`config.mk`:
```
export PLATFORM = sky130hd
export DESIGN_NAME = ninjin_host_port_flat
export DESIGN_NICKNAME = d
export VERILOG_FILES = /design/src/logic/kinpira_pkg.sv /design/src/logic/kinpira_if.sv /design/src/logic/ninjin_host_port.sv /design/src/flat_wrapper.sv
export SDC_FILE = /design/constraint.sdc
export NUM_CORES = 1
export LEC_CHECK = 0
export ABC_AREA = 1
export ABC_CLOCK_PERIOD_IN_PS = 1000
export BUFFER_PORTS_ARGS = -buffer_cell sky130_fd_sc_hd__clkbuf_2
export CAP_MARGIN = 20
export CORE_AREA = 3 3 79 81
export CTS_BUF_LIST = sky130_fd_sc_hd__clkbuf_4 sky130_fd_sc_hd__clkbuf_8 sky130_fd_sc_hd__clkbuf_16
export DETAILED_ROUTE_END_ITERATION = 8
export DIE_AREA = 0 0 82 84
export PLACE_DENSITY_LB_ADDON = 0.1
export REMOVE_ABC_BUFFERS = 1
export SLEW_MARGIN = 10
export SYNTH_ARGS = -nofsm -noshare
export SYNTH_HDL_FRONTEND = slang
export SYNTH_SLANG_ARGS = --single-unit
```
`constraint.sdc`:
```
create_clock -name clk -period 1 [get_ports clk]
set_input_delay 0.25 -clock clk [delete_from_list [all_inputs] [get_ports clk]]
set_output_delay 0.25 -clock clk [all_outputs]
set_load 0.05 [all_outputs]
```
`src/logic/kinpira_pkg.sv`:
```
package kinpira_pkg;

  // Data and bus widths
  localparam int DWIDTH     = 16;
  localparam int BWIDTH     = 32;
  localparam int ACC_WIDTH  = 40;
  localparam int ADDR_WIDTH = 12;

  // Memory and layer count widths
  localparam int IMGSIZE = 10;
  localparam int NETSIZE = 10;
  localparam int LWIDTH  = 10;

  // Q8 fixed point, results clamp to the largest positive word
  localparam int FRAC_BITS = 8;
  localparam logic [DWIDTH-1:0] DMAX = {1'b0, {(DWIDTH-1){1'b1}}};

  typedef enum logic {
    OWNER_HOST  = 1'b0,
    OWNER_GOBOU = 1'b1
  } owner_t;

  // Top two bits of the word address
  typedef enum logic [1:0] {
    REGION_REGS = 2'd0,
    REGION_IMG  = 2'd1,
    REGION_NET  = 2'd2
  } region_t;

  typedef enum logic [2:0] {
    REG_WHICH      = 3'd0,
    REG_REQ        = 3'd1,
    REG_IN_OFFSET  = 3'd2,
    REG_OUT_OFFSET = 3'd3,
    REG_NET_OFFSET = 3'd4,
    REG_TOTAL_OUT  = 3'd5,
    REG_TOTAL_IN   = 3'd6,
    REG_STATUS     = 3'd7
  } reg_t;

  typedef enum logic [2:0] {
    S_IDLE  = 3'd0,
    S_FETCH = 3'd1,
    S_ACC   = 3'd2,
    S_BIAS  = 3'd3,
    S_WRITE = 3'd4,
    S_DONE  = 3'd5
  } gobou_state_t;

endpackage

```
`src/logic/kinpira_if.sv`:
```
// Single access port of a buffer, read data one cycle after addr
interface buf_port_if import kinpira_pkg::*; #(
  parameter int AW = IMGSIZE
) ();
  logic              we;
  logic [AW-1:0]     addr;
  logic [DWIDTH-1:0] wdata;
  logic [DWIDTH-1:0] rdata;

  modport master (output we, output addr, output wdata, input rdata);
  modport ram (input we, input addr, input wdata, output rdata);
endinterface


```
`src/logic/ninjin_host_port.sv`:
```
module ninjin_host_port import kinpira_pkg::*; (
  input  logic                  clk,
  input  logic                  xrst,
  input  logic                  cyc,
  input  logic                  stb,
  input  logic                  we,
  input  logic [ADDR_WIDTH-1:0] adr,
  input  logic [BWIDTH-1:0]     wdata,
  output logic [BWIDTH-1:0]     rdata,
  output logic                  ack,
  output logic                  reg_we,
  output reg_t                  reg_sel,
  input  logic [BWIDTH-1:0]     reg_rdata,
  buf_port_if.master            img,
  buf_port_if.master            net
);

  region_t region;
  logic    start;
  logic    wr_start;

  assign region = region_t'(adr[ADDR_WIDTH-1:ADDR_WIDTH-2]);

  // First cycle of a cycle, ack not yet given
  assign start    = cyc && stb && !ack;
  assign wr_start = start && we;

  assign reg_sel = reg_t'(adr[2:0]);
  assign reg_we  = wr_start && (region == REGION_REGS);

  assign img.we    = wr_start && (region == REGION_IMG);
  assign img.addr  = adr[IMGSIZE-1:0];
  assign img.wdata = wdata[DWIDTH-1:0];

  assign net.we    = wr_start && (region == REGION_NET);
  assign net.addr  = adr[NETSIZE-1:0];
  assign net.wdata = wdata[DWIDTH-1:0];

  // Ack on the cycle after the strobe is seen, one clock wide
  always_ff @(posedge clk) begin
    if (!xrst) begin
      ack <= 1'b0;
    end else begin
      ack <= start;
    end
  end

  // Address is held through ack, so the region still picks the source
  always_comb begin
    case (region)
      REGION_REGS:
        rdata = reg_rdata;
      REGION_IMG:
        rdata = {{(BWIDTH-DWIDTH){img.rdata[DWIDTH-1]}}, img.rdata};
      REGION_NET:
        rdata = {{(BWIDTH-DWIDTH){net.rdata[DWIDTH-1]}}, net.rdata};
      default:
        rdata = '0;
    endcase
  end

endmodule

```
`src/flat_wrapper.sv`:
```
// flat-port wrapper written by rule: the top's interface ports become plain ports
module ninjin_host_port_flat import kinpira_pkg::*;
  (clk, xrst, cyc, stb, we, adr, wdata, rdata, ack, reg_we, reg_sel, reg_rdata, img_we, img_addr, img_wdata, img_rdata, net_we, net_addr, net_wdata, net_rdata);
  buf_port_if img_i ();
  buf_port_if net_i ();
  input  logic clk;
  input  logic xrst;
  input  logic cyc;
  input  logic stb;
  input  logic we;
  input  logic [ADDR_WIDTH-1:0] adr;
  input  logic [BWIDTH-1:0] wdata;
  output logic [BWIDTH-1:0] rdata;
  output logic ack;
  output logic reg_we;
  output reg_t reg_sel;
  input  logic [BWIDTH-1:0] reg_rdata;
  output wire logic [$bits(img_i.we)-1:0] img_we;
  output wire logic [$bits(img_i.addr)-1:0] img_addr;
  output wire logic [$bits(img_i.wdata)-1:0] img_wdata;
  input wire logic [$bits(img_i.rdata)-1:0] img_rdata;
  output wire logic [$bits(net_i.we)-1:0] net_we;
  output wire logic [$bits(net_i.addr)-1:0] net_addr;
  output wire logic [$bits(net_i.wdata)-1:0] net_wdata;
  input wire logic [$bits(net_i.rdata)-1:0] net_rdata;
  assign img_we = img_i.we;
  assign img_addr = img_i.addr;
  assign img_wdata = img_i.wdata;
  assign img_i.rdata = img_rdata;
  assign net_we = net_i.we;
  assign net_addr = net_i.addr;
  assign net_wdata = net_i.wdata;
  assign net_i.rdata = net_rdata;
  ninjin_host_port u_core (.clk(clk), .xrst(xrst), .cyc(cyc), .stb(stb), .we(we), .adr(adr), .wdata(wdata), .rdata(rdata), .ack(ack), .reg_we(reg_we), .reg_sel(reg_sel), .reg_rdata(reg_rdata), .img(img_i), .net(net_i));
endmodule
```
==> metrics.txt <==
outcome finished with violations; failing checks setup timing; Clock Latency Late Sink 0 ps; register area 20.0 um^2; RSZ-0062 raised after global routing yes; post-DR vias/cell 4.73; post-place setup slack -533 ps; total die area 6890 um^2; synthesis-stage register bit count 1; Slew @ Worst Pin 279 ps; Clk pin slew, worst setup/hold paths 0 ps; total placed instance area 1600 um^2; ANT cells 0; top-area cell type share of the netlist area 0.386; Area Growth Syn to Fin 129%; startpoint types input port; Slew headroom 0.815; crit path kind in2out; layout cells sized above 1 0.847; Largest Register u_core.ack; final WL 7.23 mm; CP Cell Sequence clkbuf_16 > buf_12 > inv_12 > nand3_4 > nand3_2 > buf_12; max-cap violations 0; routed length per instance 22.5 um; Worst EP required 750 ps; number of flip-flops in the largest register 1; buffer and inverter count on the worst path 4; Seq/Total Area, Yosys 0.0174; post-synthesis mux area share 0; Pre-Repair DR Iteration Count 4; largest family of logic cells by synthesized area buffers and inverters; fin crit period 1400 ps; Post-Synth Simple-Gate Area 0.489; ys async rst share 0; post-synthesis adder-cell area fraction 0; HP Start stb; initial antenna violation count 0; first-pass GRT wire length 9.56 mm; leading area contributor after synthesis buf_4; Synth cell types 14; vias after detailed routing 1517; GRT overflow 0; Syn Inst Count 176; RePlAce Congestion 0.750; die height 84 um; Post-DRT Antenna Nets 0; Die Wd 82 um; Placeable Area 5540 um^2; period utilization 1.40; First DRT Iteration DRCs 28; XOR/XNOR Fraction of Synth Area 0; Max Freq 717 MHz; CP Data Arrival Time 1150 ps; fin nets 364; worst-path fanout max 8; top-count cell post-synth buf_4; worst vdd ir 0.000263 V; CP Capture Type primary output; fin area 2630 um^2; Remaining DRCs 0; Post-synth top cells buf_4, nand3_1, nand2_1, nand3_2, buf_8; # IOs 204; Area contributors post-synth buf_4, nand3_1, nand2_1; Setup Viol. Count Final 35; multi-input logic area 1010 um^2; Post-synth EDFFs 0; Initial Util 0.207; Top Registers u_core.ack: 1 flops; R2R Path Start u_core.ack$_SDFF_PN0_; CP top delay family buffers and inverters; endpoints failing hold 0; Hold WC Path Type in2reg; via count of the first global-routing pass 1540; slowest stage delay, CP 200 ps; FP Rows 27; fill cell count 562; YS warnings 0; Total GRT Usage 0.187; Syn Std Cell Area 1150 um^2; largest net degree at the start of global routing 17; CP most frequent cell buf_12; Compound-Gate Fraction of Synth Area 0; port bufs 106; final setup margin -395 ps; CTS Hold Bufs 0; crit path launch adr[10]; Pleak 0.00139 uW; Power Density 666 nW/um^2; Syn Area/Cell 6.53 um^2; ys flop type dfxtp_1; Slew Limit Fails 0; Slowest cell on crit path nand3_4; Post-DP HPWL 5.14 mm; skew final 0 ps
==> cell families (layout without fill, tap and decap cells) <==
group                  after synthesis  in the layout
buffers and inverters               70            140
DFF                                  1              1
and+or+nand+nor                    105            108
==> where the power goes <==
part	switching (uW)	internal [uW]
clock network	0	0
registers	0.771	42.4
logic	910	799
==> what timing repair did <==
action	4_1_cts	5_1_grt
resized for setup	116	56
pin swaps	9	16
cloned	6	2
buffers inserted	7	5
endpoints found under the setup margin	35	35
==> cell type report <==
cell class | count | area share
Timing Repair Buffer | 136 | 0.560
Multi-Input combinational cell | 108 | 0.385
Tap cell | 72 | 0.0342
Inverter | 4 | 0.0133
Sequential cell | 1 | 0.00760
==> worst register-to-register path, cell delays in order (launching register included) <==
cell and delay [ps]:
dfxtp_1 290, buf_4 130, nor3b_1 170
==> final timing paths <==
kind	to	slack [ps]	cells after the start
hold reg to reg	u_core.ack$_SDFF_PN0_	500	2
hold / removal	u_core.ack$_SDFF_PN0_	480	3
setup reg to reg	u_core.ack$_SDFF_PN0_	330	2
setup / recovery	rdata[16]	-400	6
==> cells in the final DEF, fill, tap and decap left out, drive strengths merged <==
cell and instances:
buf 62, clkbuf 74, dfxtp 1, inv 4
nand2 35, nand3 67, nand4 1, nor2 4
nor3b 1
==> through the flow <==
step | std cells | total power [uW] | TNS [ps] | util | hold slack (ps)
global placement | 303 | 1240 | -16710 | 0.288 | 491
finish | 321 | 1750 | -11940 | 0.475 | 483
CTS | 315 | 1590 | -11920 | 0.418 | 491
global route | 321 | 1820 | -13020 | 0.475 | 500
floorplan | 110 | 650 | -7770 | - | 373
detailed placement | 303 | 1240 | -17100 | 0.288 | 491
==> routing by layer <==
layer / global-route usage / part of all wire / vias up
li1: - / - / 686
met1: 0.210 / 0.34 / 713
met2: 0.312 / 0.51 / 118
met3: 0.117 / 0.15 / 0
met4: 0 / 0 / 0
met5: 0.0500 / 0 / -
Note: power is estimated with default switching activity, not from simulation.
