`src/logic/kinpira_pkg.sv`:
```
package kinpira_pkg;

  // Data and bus widths
  localparam int DWIDTH     = 16;
  localparam int BWIDTH     = 32;
  localparam int ACC_WIDTH  = 40;
  localparam int ADDR_WIDTH = 12;

  // Memory and layer count widths
  localparam int IMGSIZE = 10;
  localparam int NETSIZE = 10;
  localparam int LWIDTH  = 10;

  // Q8 fixed point, results clamp to the largest positive word
  localparam int FRAC_BITS = 8;
  localparam logic [DWIDTH-1:0] DMAX = {1'b0, {(DWIDTH-1){1'b1}}};

  typedef enum logic {
    OWNER_HOST  = 1'b0,
    OWNER_GOBOU = 1'b1
  } owner_t;

  // Top two bits of the word address
  typedef enum logic [1:0] {
    REGION_REGS = 2'd0,
    REGION_IMG  = 2'd1,
    REGION_NET  = 2'd2
  } region_t;

  typedef enum logic [2:0] {
    REG_WHICH      = 3'd0,
    REG_REQ        = 3'd1,
    REG_IN_OFFSET  = 3'd2,
    REG_OUT_OFFSET = 3'd3,
    REG_NET_OFFSET = 3'd4,
    REG_TOTAL_OUT  = 3'd5,
    REG_TOTAL_IN   = 3'd6,
    REG_STATUS     = 3'd7
  } reg_t;

  typedef enum logic [2:0] {
    S_IDLE  = 3'd0,
    S_FETCH = 3'd1,
    S_ACC   = 3'd2,
    S_BIAS  = 3'd3,
    S_WRITE = 3'd4,
    S_DONE  = 3'd5
  } gobou_state_t;

endpackage

```
`src/logic/kinpira_if.sv`:
```
// Single access port of a buffer, read data one cycle after addr
interface buf_port_if import kinpira_pkg::*; #(
  parameter int AW = IMGSIZE
) ();
  logic              we;
  logic [AW-1:0]     addr;
  logic [DWIDTH-1:0] wdata;
  logic [DWIDTH-1:0] rdata;

  modport master (output we, output addr, output wdata, input rdata);
  modport ram (input we, input addr, input wdata, output rdata);
endinterface

// Layer parameters and handshake between register file and engine
interface layer_if import kinpira_pkg::*; ();
  logic               req;
  logic [IMGSIZE-1:0] in_offset;
  logic [IMGSIZE-1:0] out_offset;
  logic [NETSIZE-1:0] net_offset;
  logic [LWIDTH-1:0]  total_out;
  logic [LWIDTH-1:0]  total_in;
  logic               done;

  modport regs (
    output req, output in_offset, output out_offset, output net_offset,
    output total_out, output total_in,
    input  done
  );
  modport engine (
    input  req, input in_offset, input out_offset, input net_offset,
    input  total_out, input total_in,
    output done
  );
endinterface

```
`src/logic/gobou_core.sv`:
```
module gobou_core import kinpira_pkg::*; (
  input  logic       clk,
  input  logic       xrst,
  layer_if.engine    layer,
  buf_port_if.master img,
  buf_port_if.master net
);

  gobou_state_t state;

  logic [LWIDTH-1:0]  cnt_o;
  logic [LWIDTH-1:0]  cnt_i;
  logic [NETSIZE-1:0] row_base;
  logic               pend;
  logic               last_in;
  logic               last_out;

  logic signed [2*DWIDTH-1:0] prod;
  logic signed [ACC_WIDTH-1:0] prod_ext;
  logic signed [ACC_WIDTH-1:0] bias_ext;
  logic signed [ACC_WIDTH-1:0] acc;
  logic signed [ACC_WIDTH-1:0] scaled;
  logic [DWIDTH-1:0]           result;

  assign last_in  = cnt_i == layer.total_in;
  assign last_out = cnt_o == layer.total_out - LWIDTH'(1);

  // Product of the pair issued last cycle
  assign prod     = $signed(img.rdata) * $signed(net.rdata);
  assign prod_ext = {{(ACC_WIDTH-2*DWIDTH){prod[2*DWIDTH-1]}}, prod};

  // Bias aligned to the product fraction
  assign bias_ext = {{(ACC_WIDTH-DWIDTH-FRAC_BITS){net.rdata[DWIDTH-1]}},
                     net.rdata, {FRAC_BITS{1'b0}}};

  assign scaled = acc >>> FRAC_BITS;

  // ReLU then saturate
  always_comb begin
    if (scaled[ACC_WIDTH-1])
      result = '0;
    else if (|scaled[ACC_WIDTH-2:DWIDTH-1])
      result = DMAX;
    else
      result = scaled[DWIDTH-1:0];
  end

  // Row o of the weights holds total_in weights then the bias
  assign net.addr  = row_base + NETSIZE'(cnt_i);
  assign net.we    = 1'b0;
  assign net.wdata = '0;

  always_comb begin
    if (state == S_WRITE)
      img.addr = layer.out_offset + IMGSIZE'(cnt_o);
    else
      img.addr = layer.in_offset + IMGSIZE'(cnt_i);
  end

  assign img.we     = state == S_WRITE;
  assign img.wdata  = result;
  assign layer.done = state == S_DONE;

  always_ff @(posedge clk) begin
    if (!xrst) begin
      state    <= S_IDLE;
      cnt_o    <= '0;
      cnt_i    <= '0;
      row_base <= '0;
      pend     <= 1'b0;
    end else begin
      case (state)
        S_IDLE: begin
          if (layer.req) begin
            cnt_o    <= '0;
            row_base <= layer.net_offset;
            state    <= (layer.total_out == '0) ? S_DONE : S_FETCH;
          end
        end
        S_FETCH: begin
          cnt_i <= '0;
          pend  <= 1'b0;
          state <= S_ACC;
        end
        S_ACC: begin
          // Last issue fetches the bias, no product follows it
          pend <= !last_in;
          if (last_in)
            state <= S_BIAS;
          else
            cnt_i <= cnt_i + 1'b1;
        end
        S_BIAS: begin
          state <= S_WRITE;
        end
        S_WRITE: begin
          if (last_out) begin
            state <= S_DONE;
          end else begin
            cnt_o    <= cnt_o + 1'b1;
            row_base <= row_base + NETSIZE'(layer.total_in) + NETSIZE'(1);
            state    <= S_FETCH;
          end
        end
        S_DONE: begin
          if (!layer.req)
            state <= S_IDLE;
        end
        default: begin
          state <= S_IDLE;
        end
      endcase
    end
  end

  always_ff @(posedge clk) begin
    case (state)
      S_FETCH: acc <= '0;
      S_ACC:   if (pend) acc <= acc + prod_ext;
      S_BIAS:  acc <= acc + bias_ext;
      default: ;
    endcase
  end

endmodule

```
`src/flat_wrapper.sv`:
```
// flat-port wrapper written by rule: the top's interface ports become plain ports
module gobou_core_flat import kinpira_pkg::*;
  (clk, xrst, layer_req, layer_in_offset, layer_out_offset, layer_net_offset, layer_total_out, layer_total_in, layer_done, img_we, img_addr, img_wdata, img_rdata, net_we, net_addr, net_wdata, net_rdata);
  layer_if layer_i ();
  buf_port_if img_i ();
  buf_port_if net_i ();
  input  logic clk;
  input  logic xrst;
  input wire logic [$bits(layer_i.req)-1:0] layer_req;
  input wire logic [$bits(layer_i.in_offset)-1:0] layer_in_offset;
  input wire logic [$bits(layer_i.out_offset)-1:0] layer_out_offset;
  input wire logic [$bits(layer_i.net_offset)-1:0] layer_net_offset;
  input wire logic [$bits(layer_i.total_out)-1:0] layer_total_out;
  input wire logic [$bits(layer_i.total_in)-1:0] layer_total_in;
  output wire logic [$bits(layer_i.done)-1:0] layer_done;
  output wire logic [$bits(img_i.we)-1:0] img_we;
  output wire logic [$bits(img_i.addr)-1:0] img_addr;
  output wire logic [$bits(img_i.wdata)-1:0] img_wdata;
  input wire logic [$bits(img_i.rdata)-1:0] img_rdata;
  output wire logic [$bits(net_i.we)-1:0] net_we;
  output wire logic [$bits(net_i.addr)-1:0] net_addr;
  output wire logic [$bits(net_i.wdata)-1:0] net_wdata;
  input wire logic [$bits(net_i.rdata)-1:0] net_rdata;
  assign layer_i.req = layer_req;
  assign layer_i.in_offset = layer_in_offset;
  assign layer_i.out_offset = layer_out_offset;
  assign layer_i.net_offset = layer_net_offset;
  assign layer_i.total_out = layer_total_out;
  assign layer_i.total_in = layer_total_in;
  assign layer_done = layer_i.done;
  assign img_we = img_i.we;
  assign img_addr = img_i.addr;
  assign img_wdata = img_i.wdata;
  assign img_i.rdata = img_rdata;
  assign net_we = net_i.we;
  assign net_addr = net_i.addr;
  assign net_wdata = net_i.wdata;
  assign net_i.rdata = net_rdata;
  gobou_core u_core (.clk(clk), .xrst(xrst), .layer(layer_i), .img(img_i), .net(net_i));
endmodule
```
`config.mk`:
```
export PLATFORM = sky130hd
export DESIGN_NAME = gobou_core_flat
export DESIGN_NICKNAME = d
export VERILOG_FILES = /design/src/logic/kinpira_pkg.sv /design/src/logic/kinpira_if.sv /design/src/logic/gobou_core.sv /design/src/flat_wrapper.sv
export SDC_FILE = /design/constraint.sdc
export NUM_CORES = 1
export LEC_CHECK = 0
export ABC_AREA = 1
export BUFFER_PORTS_ARGS = -buffer_cell sky130_fd_sc_hd__buf_4
export CAP_MARGIN = 20
export CORE_ASPECT_RATIO = 0.7
export CORE_UTILIZATION = 60
export CTS_BUF_LIST = sky130_fd_sc_hd__clkbuf_4 sky130_fd_sc_hd__clkbuf_8 sky130_fd_sc_hd__clkbuf_16
export DETAILED_ROUTE_END_ITERATION = 10
export PLACE_DENSITY_LB_ADDON = 0.05
export SETUP_SLACK_MARGIN = 0.3
export SYNTH_ARGS = -nofsm -noshare
export SYNTH_HDL_FRONTEND = slang
export SYNTH_SLANG_ARGS = --single-unit
```
`constraint.sdc`:
```
create_clock -name clk -period 19 [get_ports clk]
set_clock_uncertainty 0.2 [all_clocks]
set_input_delay 1.9 -clock clk [delete_from_list [all_inputs] [get_ports clk]]
set_output_delay 1.9 -clock clk [all_outputs]
set_load 0.01 [all_outputs]
```
==> results.md <==
- Gates resized during post-CTS repair numbered 0.
- The startpoint identified for the worst hold timing path is u_core.pend$_SDFFE_PN0P_.
- In this run the cell area of the synthesized design comes to 21,200 µm².
- The critical path launch point is net_rdata[1].
- The routability-driven placement congestion ratio is 1.01.
- The share of synthesized area in the top cell type comes to 0.316.
- The number of fill cells in the layout is 3,150.
- The maximum fanout encountered on the critical timing path is 18.
- Using the TritonRoute via totals, the vias-per-cell ratio works out to 5.59.
- The number of global-route vias before repair is 19,200.
- The total number of vias is 19,500.
- The repair_antennas step left the layout with diodes totalling 0.
- After detailed routing, the average wire length per cell comes to 19.0 µm.
- The sequential element share of the synthesized area is 0.0887.
- The clock sink count is 74.
- The hold buffer count at CTS is 0.
- The total routing resource utilization after global routing is 0.383.
- The core region is 34,700 µm².
- The path class of the lowest-slack min-delay path is reg2reg.
- The leading cell type by number of instances after synthesis is sky130_fd_sc_hd__inv_1.
- For this run, the number of Yosys warnings is 0.
- Measured on the finished design, the core utilization comes to 0.652.
- The I/O pin count is 140.
- After detailed routing, the number of remaining DRC violations is 0.
- The data arrival time at the worst-slack endpoint is 8290 ps.
- Once the clock tree was built, the setup fixing pass inserted 0 buffers.
- The sequential cell area is 1880 µm².
- Setup repair after global routing left no endpoint under its margin.
- The count of maximum capacitance violations is 0.
- The top achievable clock speed is 0.120 GHz.
- From left edge to right edge, the die measures 227 µm.
- The initialized floorplan defines 57 standard-cell rows.
- The quantity of I/O buffers inserted on ports is 121.
- Before antenna repair, the detailed router went through 9 iterations.
- After synthesis, the netlist uses 50 different library cells.
- The critical path's slowest cell is sky130_fd_sc_hd__fa_1.
- Counting flops with a built-in enable in the synthesized netlist gives 40.
- Summed over all layers, the global routing overflow is 0.
- The final hold violation count came to 0.
- The number of buffers inserted during clock tree synthesis is 9.
- From synthesis to final layout, the design area changed by 6.72%.
- Counting instances in the post-synthesis netlist gives the leading cell types as 717 x sky130_fd_sc_hd__inv_1, 700 x sky130_fd_sc_hd__nand2_1, 335 x sky130_fd_sc_hd__fa_1, 199 x sky130_fd_sc_hd__nor2_1, 186 x sky130_fd_sc_hd__ha_1.
- In this run the number of H-tree levels came out at 3.
- TritonCTS built the clock tree.
- The most numerous cell type found on the critical path is sky130_fd_sc_hd__fa_1.
- Of the cells placed in the final design, the portion with a size suffix greater than 1 is 0.0635.
- Counting both buffers and inverters, the worst setup path holds a total of 6.
- Setup violations remaining at the end of the flow were counted as 0.
- The cell family with the largest share of critical-path delay is adder cells.
- The final cell count without fillers is 3,482.
- The final max-slew violation count is 0.
- In the synthesized netlist, the number of instances is 2,955.
- For the pin with the worst max-slew slack, the measured transition is 1100 ps.
- The fraction of the cycle the final worst path needs is 0.439.
- The final HPWL from detailed placement is 55.6 mm.
- The clock network latency to the later pin of the worst-skew pair is 380 ps.
- The worst relative slew slack is 0.268.
- The wire length reported by the detailed router is 66.3 mm.
- For this run, the leading register cell type out of synthesis is sky130_fd_sc_hd__edfxtp_1.
- The DRC violation total after the first TritonRoute iteration is 1,987.
- The startpoint of the lowest-slack register-to-register path is u_core.acc[15]$_DFFE_PP_.
- For the worst setup path, the data required time is 18,940 ps.
- The capturing element type of the critical path is a flip-flop.
- The clock passes through at most 2 buffers.
- The area taken by multi-input logic gates is 16,200 µm².
- The critical setup path kind is in2reg.
- The fraction of synthesis flops using an asynchronous set or reset pin is 0.
- The number of register bits inferred by synthesis is 74.
- Final hold analysis gives a worst-case slack of 274 ps.
- In the final design database the tool counted 3,611 nets.
- The final total negative setup slack is 0 ps.
- Traced cell by cell, the critical path runs through buf_4, nand2_1, inv_1, fa_1, fa_1, inv_1, fa_1, inv_1, fa_1, fa_1, inv_1, fa_1, inv_1, ha_1, nand2_1, nor2_1, nand2_1, nor4_1, nand3_1, nand3_1, nand2_1, nand3_1, nand2_1.
- The clock root buffer is sky130_fd_sc_hd__clkbuf_16.
- For the finished layout, the period the worst path requires is 8340 ps.
- The maximum single-stage delay on the critical path is 760 ps.
- The wire length of the first global-routing pass is 106 mm.
- Yosys attributes the largest share of cell area to sky130_fd_sc_hd__fa_1 32%, sky130_fd_sc_hd__inv_1 13%, sky130_fd_sc_hd__nand2_1 12%.
- Once detail routing completed, the nets flagged for antenna violations numbered 0.
- The initial antenna violation count is 0.
- The pin count of the biggest net entering global routing is 33.
- The largest total area in the synthesized netlist belongs to sky130_fd_sc_hd__fa_1.
- The startpoint type of the worst setup path is an input pin.
- The number of placed cells counting well taps is 3,466.
- The flow ran to the end, and the final reports show no timing, DRC or antenna violations.
- From bottom edge to top edge, the die measures 159 µm.
- The overall die area is 36,100 µm².
- A synthesized cell averages 7.18 µm².
- The effective utilization at floorplan is 0.611.
- The CTS clock-pin slew for the worst setup and hold paths is 80 ps.
==> kinds of logic after synthesis <==
group | count (synthesis) | share of synthesized area
flops | 74 | 0.0887
other cells | 1 | 0.000177
fa+ha+maj | 521 | 0.426
xor+xnor | 55 | 0.0234
mux | 2 | 0.000944
compound gates | 332 | 0.0864
simple gates | 1143 | 0.224
buf+inv | 827 | 0.151
==> sequential cells by signal (all words and copies together) (netlist names) <==
| name | cells |
|---|---|
| u_core.acc | 40 |
| u_core.cnt_i | 10 |
| u_core.cnt_o | 10 |
| u_core.pend | 1 |
| u_core.row_base | 10 |
| u_core.state | 3 |
==> worst paths after layout <==
kind	endpoint	slack, ps	depth (start not counted)
hold / removal	u_core.pend$_SDFFE_PN0P_	270	2
hold reg to reg	u_core.pend$_SDFFE_PN0P_	270	2
setup reg to reg	u_core.acc[39]$_DFFE_PP_	13320	19
setup / recovery	u_core.acc[39]$_DFFE_PP_	10660	23
==> worst reg2reg max path, delay by kind of cell, from the launching register on <==
kind          cells  cell delay [ps]
simple gates      9             1730
buf+inv           4              260
flops             1              360
fa+ha+maj         6             2880
==> per-layer routing <==
layer / vias up / global-route usage / wire length [µm]
met2: 1052 / 0.551 / 27900
met1: 9320 / 0.586 / 29900
met3: 91 / 0.0805 / 7150
met5: - / 0 / 0
li1: 9015 / - / -
met4: 0 / 0.0900 / 1220
==> through the flow <==
| step | setup slack (ps) | instance area [µm²] |
|---|---|---|
| finish | 10660 | 22600 |
| global route | 10370 | 22600 |
| CTS | 10840 | 22600 |
| detailed placement | 10460 | 22300 |
| global placement | 10460 | 22300 |
| floorplan | 11240 | 21300 |
==> area by class of cell <==
| type | instances | share of cell area |
|---|---|---|
| Clock buffer | 9 | 0.00995 |
| Clock inverter | 7 | 0.00365 |
| Inverter | 724 | 0.120 |
| Multi-Input combinational cell | 2071 | 0.716 |
| Sequential cell | 74 | 0.0831 |
| Tap cell | 472 | 0.0261 |
| Timing Repair Buffer | 125 | 0.0415 |
==> cells in the final DEF, fill, tap and decap left out, types with 5 or more instances in the layout <==
cell / instances
sky130_fd_sc_hd__a21o_1: 10
sky130_fd_sc_hd__nor2_2: 5
sky130_fd_sc_hd__nand3b_1: 12
sky130_fd_sc_hd__o21bai_1: 12
sky130_fd_sc_hd__inv_1: 716
sky130_fd_sc_hd__buf_4: 125
sky130_fd_sc_hd__a21boi_0: 6
sky130_fd_sc_hd__or2_2: 16
sky130_fd_sc_hd__edfxtp_1: 40
sky130_fd_sc_hd__fa_1: 335
sky130_fd_sc_hd__nand2_1: 700
sky130_fd_sc_hd__a31oi_1: 7
sky130_fd_sc_hd__o22ai_1: 7
sky130_fd_sc_hd__a21oi_1: 151
sky130_fd_sc_hd__ha_1: 186
sky130_fd_sc_hd__inv_2: 5
sky130_fd_sc_hd__o21ai_0: 107
sky130_fd_sc_hd__conb_1: 18
sky130_fd_sc_hd__xor2_1: 31
sky130_fd_sc_hd__nor2_1: 199
sky130_fd_sc_hd__dfxtp_1: 34
sky130_fd_sc_hd__nand3_1: 136
sky130_fd_sc_hd__nor4_1: 15
sky130_fd_sc_hd__nor3_1: 20
sky130_fd_sc_hd__nand4_1: 25
sky130_fd_sc_hd__xnor2_1: 23
sky130_fd_sc_hd__o21a_1: 5
sky130_fd_sc_hd__o21ai_1: 7
sky130_fd_sc_hd__clkbuf_16: 9
sky130_fd_sc_hd__nand2_2: 6
sky130_fd_sc_hd__a21oi_2: 11
Power is not shown: default switching activity piles up to over one toggle a cycle in this logic, so the estimate is an artifact.
