<file path="src/logic/kinpira_pkg.sv">
package kinpira_pkg;

  // Data and bus widths
  localparam int DWIDTH     = 16;
  localparam int BWIDTH     = 32;
  localparam int ACC_WIDTH  = 40;
  localparam int ADDR_WIDTH = 12;

  // Memory and layer count widths
  localparam int IMGSIZE = 10;
  localparam int NETSIZE = 10;
  localparam int LWIDTH  = 10;

  // Q8 fixed point, results clamp to the largest positive word
  localparam int FRAC_BITS = 8;
  localparam logic [DWIDTH-1:0] DMAX = {1'b0, {(DWIDTH-1){1'b1}}};

  typedef enum logic {
    OWNER_HOST  = 1'b0,
    OWNER_GOBOU = 1'b1
  } owner_t;

  // Top two bits of the word address
  typedef enum logic [1:0] {
    REGION_REGS = 2'd0,
    REGION_IMG  = 2'd1,
    REGION_NET  = 2'd2
  } region_t;

  typedef enum logic [2:0] {
    REG_WHICH      = 3'd0,
    REG_REQ        = 3'd1,
    REG_IN_OFFSET  = 3'd2,
    REG_OUT_OFFSET = 3'd3,
    REG_NET_OFFSET = 3'd4,
    REG_TOTAL_OUT  = 3'd5,
    REG_TOTAL_IN   = 3'd6,
    REG_STATUS     = 3'd7
  } reg_t;

  typedef enum logic [2:0] {
    S_IDLE  = 3'd0,
    S_FETCH = 3'd1,
    S_ACC   = 3'd2,
    S_BIAS  = 3'd3,
    S_WRITE = 3'd4,
    S_DONE  = 3'd5
  } gobou_state_t;

endpackage

</file>
<file path="src/logic/kinpira_if.sv">


// Layer parameters and handshake between register file and engine
interface layer_if import kinpira_pkg::*; ();
  logic               req;
  logic [IMGSIZE-1:0] in_offset;
  logic [IMGSIZE-1:0] out_offset;
  logic [NETSIZE-1:0] net_offset;
  logic [LWIDTH-1:0]  total_out;
  logic [LWIDTH-1:0]  total_in;
  logic               done;

  modport regs (
    output req, output in_offset, output out_offset, output net_offset,
    output total_out, output total_in,
    input  done
  );
  modport engine (
    input  req, input in_offset, input out_offset, input net_offset,
    input  total_out, input total_in,
    output done
  );
endinterface

</file>
<file path="src/logic/ninjin_param_regs.sv">
module ninjin_param_regs import kinpira_pkg::*; (
  input  logic              clk,
  input  logic              xrst,
  input  logic              reg_we,
  input  reg_t              reg_sel,
  input  logic [BWIDTH-1:0] reg_wdata,
  output logic [BWIDTH-1:0] reg_rdata,
  output owner_t            owner,
  layer_if.regs             layer
);

  logic               req;
  logic [IMGSIZE-1:0] in_offset;
  logic [IMGSIZE-1:0] out_offset;
  logic [NETSIZE-1:0] net_offset;
  logic [LWIDTH-1:0]  total_out;
  logic [LWIDTH-1:0]  total_in;
  owner_t             owner_q;

  always_ff @(posedge clk) begin
    if (!xrst) begin
      owner      <= OWNER_HOST;
      owner_q    <= OWNER_HOST;
      req        <= 1'b0;
      in_offset  <= '0;
      out_offset <= '0;
      net_offset <= '0;
      total_out  <= '0;
      total_in   <= '0;
    end else begin
      owner_q <= owner;
      if (reg_we) begin
        case (reg_sel)
          REG_WHICH:      owner      <= owner_t'(reg_wdata[0]);
          REG_REQ:        req        <= reg_wdata[0];
          REG_IN_OFFSET:  in_offset  <= reg_wdata[IMGSIZE-1:0];
          REG_OUT_OFFSET: out_offset <= reg_wdata[IMGSIZE-1:0];
          REG_NET_OFFSET: net_offset <= reg_wdata[NETSIZE-1:0];
          REG_TOTAL_OUT:  total_out  <= reg_wdata[LWIDTH-1:0];
          REG_TOTAL_IN:   total_in   <= reg_wdata[LWIDTH-1:0];
          default:        ;
        endcase
      end
    end
  end

  // Engine only starts while it owns the buffers
  assign layer.req        = req && (owner == OWNER_GOBOU);
  assign layer.in_offset  = in_offset;
  assign layer.out_offset = out_offset;
  assign layer.net_offset = net_offset;
  assign layer.total_out  = total_out;
  assign layer.total_in   = total_in;

  always_comb begin
    reg_rdata = '0;
    case (reg_sel)
      REG_WHICH:      reg_rdata[0] = owner;
      REG_REQ:        reg_rdata[0] = req;
      REG_IN_OFFSET:  reg_rdata[IMGSIZE-1:0] = in_offset;
      REG_OUT_OFFSET: reg_rdata[IMGSIZE-1:0] = out_offset;
      REG_NET_OFFSET: reg_rdata[NETSIZE-1:0] = net_offset;
      REG_TOTAL_OUT:  reg_rdata[LWIDTH-1:0] = total_out;
      REG_TOTAL_IN:   reg_rdata[LWIDTH-1:0] = total_in;
      REG_STATUS:     reg_rdata[1:0] = {owner_q, layer.done};
      default:        ;
    endcase
  end

endmodule

</file>
<file path="src/flat_wrapper.sv">
// flat-port wrapper written by rule: the top's interface ports become plain ports
module ninjin_param_regs_flat import kinpira_pkg::*;
  (clk, xrst, reg_we, reg_sel, reg_wdata, reg_rdata, owner, layer_req, layer_in_offset, layer_out_offset, layer_net_offset, layer_total_out, layer_total_in, layer_done);
  layer_if layer_i ();
  input  logic clk;
  input  logic xrst;
  input  logic reg_we;
  input  reg_t reg_sel;
  input  logic [BWIDTH-1:0] reg_wdata;
  output logic [BWIDTH-1:0] reg_rdata;
  output owner_t owner;
  output wire logic [$bits(layer_i.req)-1:0] layer_req;
  output wire logic [$bits(layer_i.in_offset)-1:0] layer_in_offset;
  output wire logic [$bits(layer_i.out_offset)-1:0] layer_out_offset;
  output wire logic [$bits(layer_i.net_offset)-1:0] layer_net_offset;
  output wire logic [$bits(layer_i.total_out)-1:0] layer_total_out;
  output wire logic [$bits(layer_i.total_in)-1:0] layer_total_in;
  input wire logic [$bits(layer_i.done)-1:0] layer_done;
  assign layer_req = layer_i.req;
  assign layer_in_offset = layer_i.in_offset;
  assign layer_out_offset = layer_i.out_offset;
  assign layer_net_offset = layer_i.net_offset;
  assign layer_total_out = layer_i.total_out;
  assign layer_total_in = layer_i.total_in;
  assign layer_i.done = layer_done;
  ninjin_param_regs u_core (.clk(clk), .xrst(xrst), .reg_we(reg_we), .reg_sel(reg_sel), .reg_wdata(reg_wdata), .reg_rdata(reg_rdata), .owner(owner), .layer(layer_i));
endmodule
</file>
<file path="config.mk">
export PLATFORM = sky130hd
export DESIGN_NAME = ninjin_param_regs_flat
export DESIGN_NICKNAME = d
export VERILOG_FILES = /design/src/logic/kinpira_pkg.sv /design/src/logic/kinpira_if.sv /design/src/logic/ninjin_param_regs.sv /design/src/flat_wrapper.sv
export SDC_FILE = /design/constraint.sdc
export NUM_CORES = 1
export LEC_CHECK = 0
export BUFFER_PORTS_ARGS = -buffer_cell sky130_fd_sc_hd__buf_4
export CORE_MARGIN = 5
export CORE_UTILIZATION = 47
export DETAILED_ROUTE_END_ITERATION = 8
export PLACE_DENSITY = 0.8
export SETUP_SLACK_MARGIN = 0.4
export SLEW_MARGIN = 20
export SYNTH_ARGS = -nofsm -noshare
export SYNTH_HDL_FRONTEND = slang
export SYNTH_SLANG_ARGS = --single-unit
</file>
<file path="constraint.sdc">
create_clock -name clk -period 1.5 [get_ports clk]
set_input_delay 0.225 -clock clk [delete_from_list [all_inputs] [get_ports clk]]
set_output_delay 0.225 -clock clk [all_outputs]
set_load 0.1 [all_outputs]
</file>
==> flow_summary.json, run 1 <==
{
  "area_delta_synth_final_pct": 93.88,
  "power_density_nw_per_um2": 686.7,
  "required_ns": 1.27,
  "cp_data_arrival_time_ns": 1.63,
  "vias": 3261,
  "utilization_pct": 93.79,
  "grt_pass1_wl_microns": 17020,
  "grt-ovfl-total": 0,
  "period_minus_slack_ns": 1.851,
  "path_class": "flop to primary output",
  "start_util_pct": 48.37,
  "swShare_pct": 37.79,
  "total_power_uw": 3568,
  "finalMaxSlewViolations": 0,
  "yosys.area_share.simple_pct": 22.92,
  "setup_violations": 10,
  "power_switching_uw": 1348,
  "peakVddDrop_mv": 0.6060,
  "drc_errors": 0,
  "violations": "negative setup slack",
  "ys_seq_area_share_pct": 39.59,
  "grt_max_degree": 54,
  "hpwlAfterDp_microns": 6054,
  "antenna_found_initial": 0,
  "p_int_uw": 2220,
  "cts.hold.buffers_added": 0,
  "final_antenna_net_count": 0,
  "grt_pass1_vias": 3160,
  "fp-row-count": 27,
  "clk_pin_slew_worst_paths_ns": 0.10,
  "gp_congestion": 0.8733,
  "netlist_area_sq_um": 2680,
  "holdCritPathClass": "input port to flop",
  "htreeDepth": 2,
  "grt.total_usage_pct": 30.13,
  "clkSinkCount": 53,
  "cts-root-buf": "clkbuf_8",
  "synth_fa_ha_area_share_pct": 0,
  "cellLeakagePower_uw": 0.002045,
  "max_cap_violations": 0,
  "drive_gt1_share_pct": 55.58,
  "avgSynthCellArea_sq_um": 8.618,
  "io_buffers": 78,
  "route.final.wire_length_microns": 14030,
  "synth-seq-cells": 53,
  "synth_warnings": 0,
  "drt_first_iter_violations": 406,
  "setup_ws_ns": -0.3505,
  "outcome": "complete, but fails checks",
  "cts_buffer_depth": 2,
  "firstDrtPassIters": 6,
  "synth_xor_area_share_pct": 0,
  "coreArea_sq_um": 5540,
  "clk_latency_ns": 0.31,
  "muxShareOfSynthArea_pct": 7.563,
  "cts_made_buffers": 5,
  "cp_max_fo": 2,
  "routedWlPerCell_microns": 26.98,
  "seqPwrFrac_pct": 39.5,
  "synthCells": 311,
  "ys_types": 31,
  "fin_crit_sh_pct": 123.4,
  "cp-start-kind": "flop",
  "cts_tree": "done",
  "rsz0062_at_grt": "yes",
  "synth_compound_area_share_pct": 19.70,
  "setup_tns_ns": -2.372,
  "p_comb_share_pct": 32.1,
  "fin_nets": 486,
  "routed_via_density": 6.271,
  "finalHoldViolCount": 0,
  "antenna_cells": 0,
  "pin_count": 123,
  "dieArea_sq_um": 7313,
  "fmax_mhz": 540.4,
  "synth_top_family_by_area": "simple AND/OR/NAND/NOR gates",
  "die_w_microns": 85.52,
  "end_kind": "primary output",
  "dieHeight_microns": 85.52,
  "finClkSkew_ns": 0.0006165,
  "clock_power_share_pct": 28.4
}
[logic make-up (layout without fill, tap and decap cells)]
group | Yosys count | after routing
AO/OA/AOI/OAI | 69 | 69
buffers and inverters | 42 | 158
flip-flops | 53 | 53
multiplexers | 16 | 16
other | 1 | 22
AND/OR/NAND/NOR | 130 | 130
[state kept, by name, summed over array words and instances (netlist names)]
name	count
u_core.layer.in_offset	10
u_core.layer.net_offset	10
u_core.layer.out_offset	10
u_core.layer.total_in	10
u_core.layer.total_out	10
u_core.owner	1
u_core.owner_q	1
u_core.req	1
[power by group through the flow]
stage               Combinational [uW]  Clock, uW  Sequential, uW
global route                      1170       1060            1410
floorplan                          543          0            1650
CTS                               1030        983            1410
global placement                   884          0            1450
finish                            1150       1010            1410
detailed placement                 892          0            1450
[cells in the mapped netlist]
master	count	area, sq um
nand4bb_1	2	22.52
clkbuf_1	7	26.28
a21boi_1	1	7.510
and4b_1	3	30.03
mux2i_1	9	90.09
a22o_1	5	43.79
nand2b_1	1	6.260
buf_2	6	30.03
a21boi_0	49	367.9
and4bb_2	3	37.54
conb_1	1	3.750
nand4b_1	1	8.760
mux4_2	3	67.56
mux2_2	4	45.04
a221oi_1	2	17.52
nor2_1	5	18.77
nor2b_1	6	37.54
a31oi_1	1	6.260
a22oi_1	2	15.01
nor3b_2	1	12.51
nand2_1	102	382.9
o21ai_0	1	5.000
nand4b_2	2	30.03
buf_1	1	3.750
a21oi_1	3	15.01
nor4b_1	1	8.760
a221o_1	5	50.05
and2_1	2	12.51
buf_4	28	210.2
dfxtp_1	53	1061
or2_2	1	6.260
[placed cells by master (no fill, tap or decap), types with 3 or more instances in the layout]
cell / count
nor2b_1: 4
dfxtp_4: 48
conb_1: 22
buf_6: 42
a21boi_0: 38
mux2_4: 4
nor2_2: 3
buf_4: 44
a221o_4: 5
mux4_2: 3
a22o_1: 5
buf_12: 63
nand2_1: 101
a21oi_4: 3
dfxtp_2: 3
mux2i_1: 6
clkbuf_8: 5
a21boi_1: 10
[routing by layer]
metal,vias up,wire [microns],global-route usage (%)
met2,297,7041,56.07
met4,0,914,13.38
met5,-,0,0
met1,1581,4743,32.26
met3,92,1329,6.724
li1,1291,-,-
[area by class of cell]
cell class                      instances  area, sq um
Clock buffer                            6        72.57
Multi-Input combinational cell        237         1674
Sequential cell                        53         1245
Fill cell                             161        344.1
Tap cell                               72        90.09
Timing Repair Buffer                  150         2079
Clock inverter                          2        35.03
[final timing paths]
path	start	endpoint	slack (ns)	depth (start not counted)
min	reg_wdata[2]	u_core.layer.net_offset[2]	0.18	3
max	u_core.layer.in_offset[7]	reg_rdata[7]	-0.35	5
max reg2reg	u_core.layer.total_in[1]	u_core.layer.total_in[1]	0.32	4
min reg2reg	u_core.layer.net_offset[2]	u_core.layer.net_offset[2]	0.52	2
[worst max-delay path: stages (launching register included)]
cell and delay, ns:
dfxtp_4 0.36, mux2_4 0.27, a221oi_2 0.28, buf_4 0.18
a21oi_4 0.04, buf_12 0.17
[per-stage QoR]
step           worst slack, ns  hold slack [ns]  std cells  instance area, sq um
6_report               -0.3505           0.1829        520                  5196
5_1_grt                -0.3962           0.1870        520                  5196
4_1_cts                -0.3106           0.1824        498                  4853
3_5_place_dp           -0.2187           0.4664        473                  3695
3_3_place_gp           -0.2010           0.4584        473                  3695
2_1_floorplan          -0.2305           0.3524        332                  3067
[repair_timing]
action                                 in CTS  in global routing
setup buffers                              17                 22
endpoints found under the hold margin       0                  0
gates resized for setup                   226                 55
pin swaps                                   9                  7
setup endpoints to repair                  80                 95
gates cloned                                0                  0
Power figures use the tool's default switching activity.
==> inputs of run 2 (changes only) <==
--- a/config.mk
+++ b/config.mk
@@ -7,9 +7,10 @@
 export LEC_CHECK = 0
 export BUFFER_PORTS_ARGS = -buffer_cell sky130_fd_sc_hd__buf_4
 export CORE_MARGIN = 5
-export CORE_UTILIZATION = 47
+export CORE_UTILIZATION = 42
 export DETAILED_ROUTE_END_ITERATION = 8
-export PLACE_DENSITY = 0.8
+export HOLD_SLACK_MARGIN = 0.1
+export PLACE_DENSITY = 0.76
 export SETUP_SLACK_MARGIN = 0.4
 export SLEW_MARGIN = 20
 export SYNTH_ARGS = -nofsm -noshare
==> constraint.sdc (replaced) <==
create_clock -name clk -period 1.6 [get_ports clk]
set_input_delay 0.24 -clock clk [delete_from_list [all_inputs] [get_ports clk]]
set_output_delay 0.24 -clock clk [all_outputs]
set_load 0.1 [all_outputs]
==> run 2 against run 1 <==
Compared with the run above:
- via count shrank 22%
- highest routed layer unchanged
- largest cell class is now multi-input gates
- register-to-register slack gained 0.47 ns
- critical endpoint is now reg_rdata[0]
- cell count shrank 6.0%
- the flow still finishes with violations (negative setup slack)
==> flow_summary.json, run 2 (same netlist as run 1, synthesis figures left out) <==
{
  "slowest_stage": "mux4_2",
  "grt_max_degree": 54,
  "dieHeight_microns": 89.88,
  "path_class": "flop to primary output",
  "outcome": "complete, but fails checks",
  "cts_made_buffers": 5,
  "final_cell_mix": "nand2_1, a21boi_0, buf_6",
  "finClkSkew_ns": 0.0001074,
  "wl_met1_microns": 3595,
  "crit_family": "multiplexers",
  "final_antenna_net_count": 0,
  "violations": "negative setup slack",
  "end_kind": "primary output",
  "finalMaxSlewViolations": 0,
  "cts_tree": "done",
  "top_layer": "met4",
  "utilization_pct": 67.19,
  "holdCritPathClass": "input port to flop",
  "hold_ws_ns": 0.2012,
  "area_delta_synth_final_pct": 57.38,
  "multi_input_area_sq_um": 1567,
  "antenna_found_initial": 0,
  "clkSinkCount": 53,
  "fin_crit_sh_pct": 113.9,
  "whs_path_depth": 3,
  "cp-start-kind": "flop",
  "power_density_nw_per_um2": 714.1,
  "firstDrtPassIters": 4,
  "finalHoldViolCount": 0,
  "antenna_cells": 0,
  "setup_ws_ns": -0.2217,
  "grt-ovfl-total": 0,
  "cts-root-buf": "clkbuf_8",
  "route.final.wire_length_microns": 8589,
  "max_cap_violations": 0,
  "peakVddDrop_mv": 0.5155,
  "fmax_mhz": 548.9,
  "start_util_pct": 42.69,
  "setup_violations": 9,
  "drt_first_iter_violations": 126,
  "coreArea_sq_um": 6277,
  "routedWlPerCell_microns": 17.56,
  "grt.total_usage_pct": 19.94,
  "pin_count": 123,
  "regArea_sq_um": 1167,
  "wl_met2_microns": 4296,
  "r2r_slack_ns": 0.79,
  "drive_gt1_share_pct": 49.51,
  "drc_errors": 0,
  "cts_buffer_depth": 2,
  "htreeDepth": 2,
  "hpwlAfterDp_microns": 5535,
  "period_minus_slack_ns": 1.822,
  "crit_buf_inv": 1,
  "slowest_delay_ns": 0.46,
  "final_common_cell": "nand2_1",
  "final.fill_count": 461,
  "dr_wl_met3_microns": 623,
  "cts.hold.buffers_added": 0,
  "grt_pass1_vias": 2567,
  "io_buffers": 78,
  "gp_congestion": 0.8460,
  "routed_via_density": 5.215,
  "clk_pin_slew_worst_paths_ns": 0.10,
  "rsz0062_at_grt": "yes",
  "cp_cell_sequence": "mux4_2, mux2_4, buf_12",
  "required_ns": 1.36,
  "fin_nets": 450,
  "grt_pass1_wl_microns": 13340,
  "cp_data_arrival_time_ns": 1.58,
  "cp_num_cells": 3,
  "setup_tns_ns": -0.8246,
  "fp-row-count": 29,
  "cellLeakagePower_uw": 0.001675,
  "clk_latency_ns": 0.30,
  "dieArea_sq_um": 8078,
  "vias": 2550,
  "rr_worst_depth": 4,
  "die_w_microns": 89.88,
  "cp_max_fo": 2
}
==> run 2: power by group <==
group          leakage [uW]  internal, uW  switching [uW]  total (uW)
sequential         0.000459          1330            26.6        1350
clock             0.0000450           305             444         749
combinational       0.00117           240             669         910
==> run 2: path summary, 6_finish.rpt <==
path,startpoint,to
worst min register to register,u_core.layer.net_offset[1],u_core.layer.net_offset[1]
worst max register to register,u_core.layer.total_in[2],u_core.layer.total_in[2]
worst max-delay path,u_core.layer.total_out[0],reg_rdata[0]
worst min-delay path,reg_wdata[9],u_core.layer.net_offset[9]
==> run 2: per-layer routing <==
metal,track usage [%],vias up
met4,4.839,0
met3,4.174,7
met5,0,-
met1,25.91,1229
met2,33.78,100
li1,-,1214
==> run 2: area by class of cell <==
class | count | share of cell area (%)
Timing Repair Buffer | 114 | 30.94
Tap cell | 77 | 2.284
Clock buffer | 6 | 1.721
Multi-Input combinational cell | 237 | 37.14
Sequential cell | 53 | 27.68
Clock inverter | 2 | 0.2373
==> run 2: stage by stage <==
stage	worst slack [ns]	std cells	total power [uW]	cell area, sq um
after global placement	-0.1555	469	2190	3538
after CTS	-0.2355	488	2992	4045
after floorplan	-0.1455	332	2071	2965
final	-0.2217	489	3012	4218
after detailed placement	-0.1579	469	2196	3538
after global routing	-0.2594	489	3122	4218
==> run 2: timing repair <==
item,in CTS,in global routing
setup endpoints to repair,23,54
resized for setup,83,43
pin swaps,4,0
buffers inserted,11,1
==> run 2: worst reg2reg max path, delay by kind of cell (launching register included) <==
kind            cells  cell delay [ns]
flops               1             0.37
buf+inv             2             0.19
compound gates      1             0.15
simple gates        1             0.04
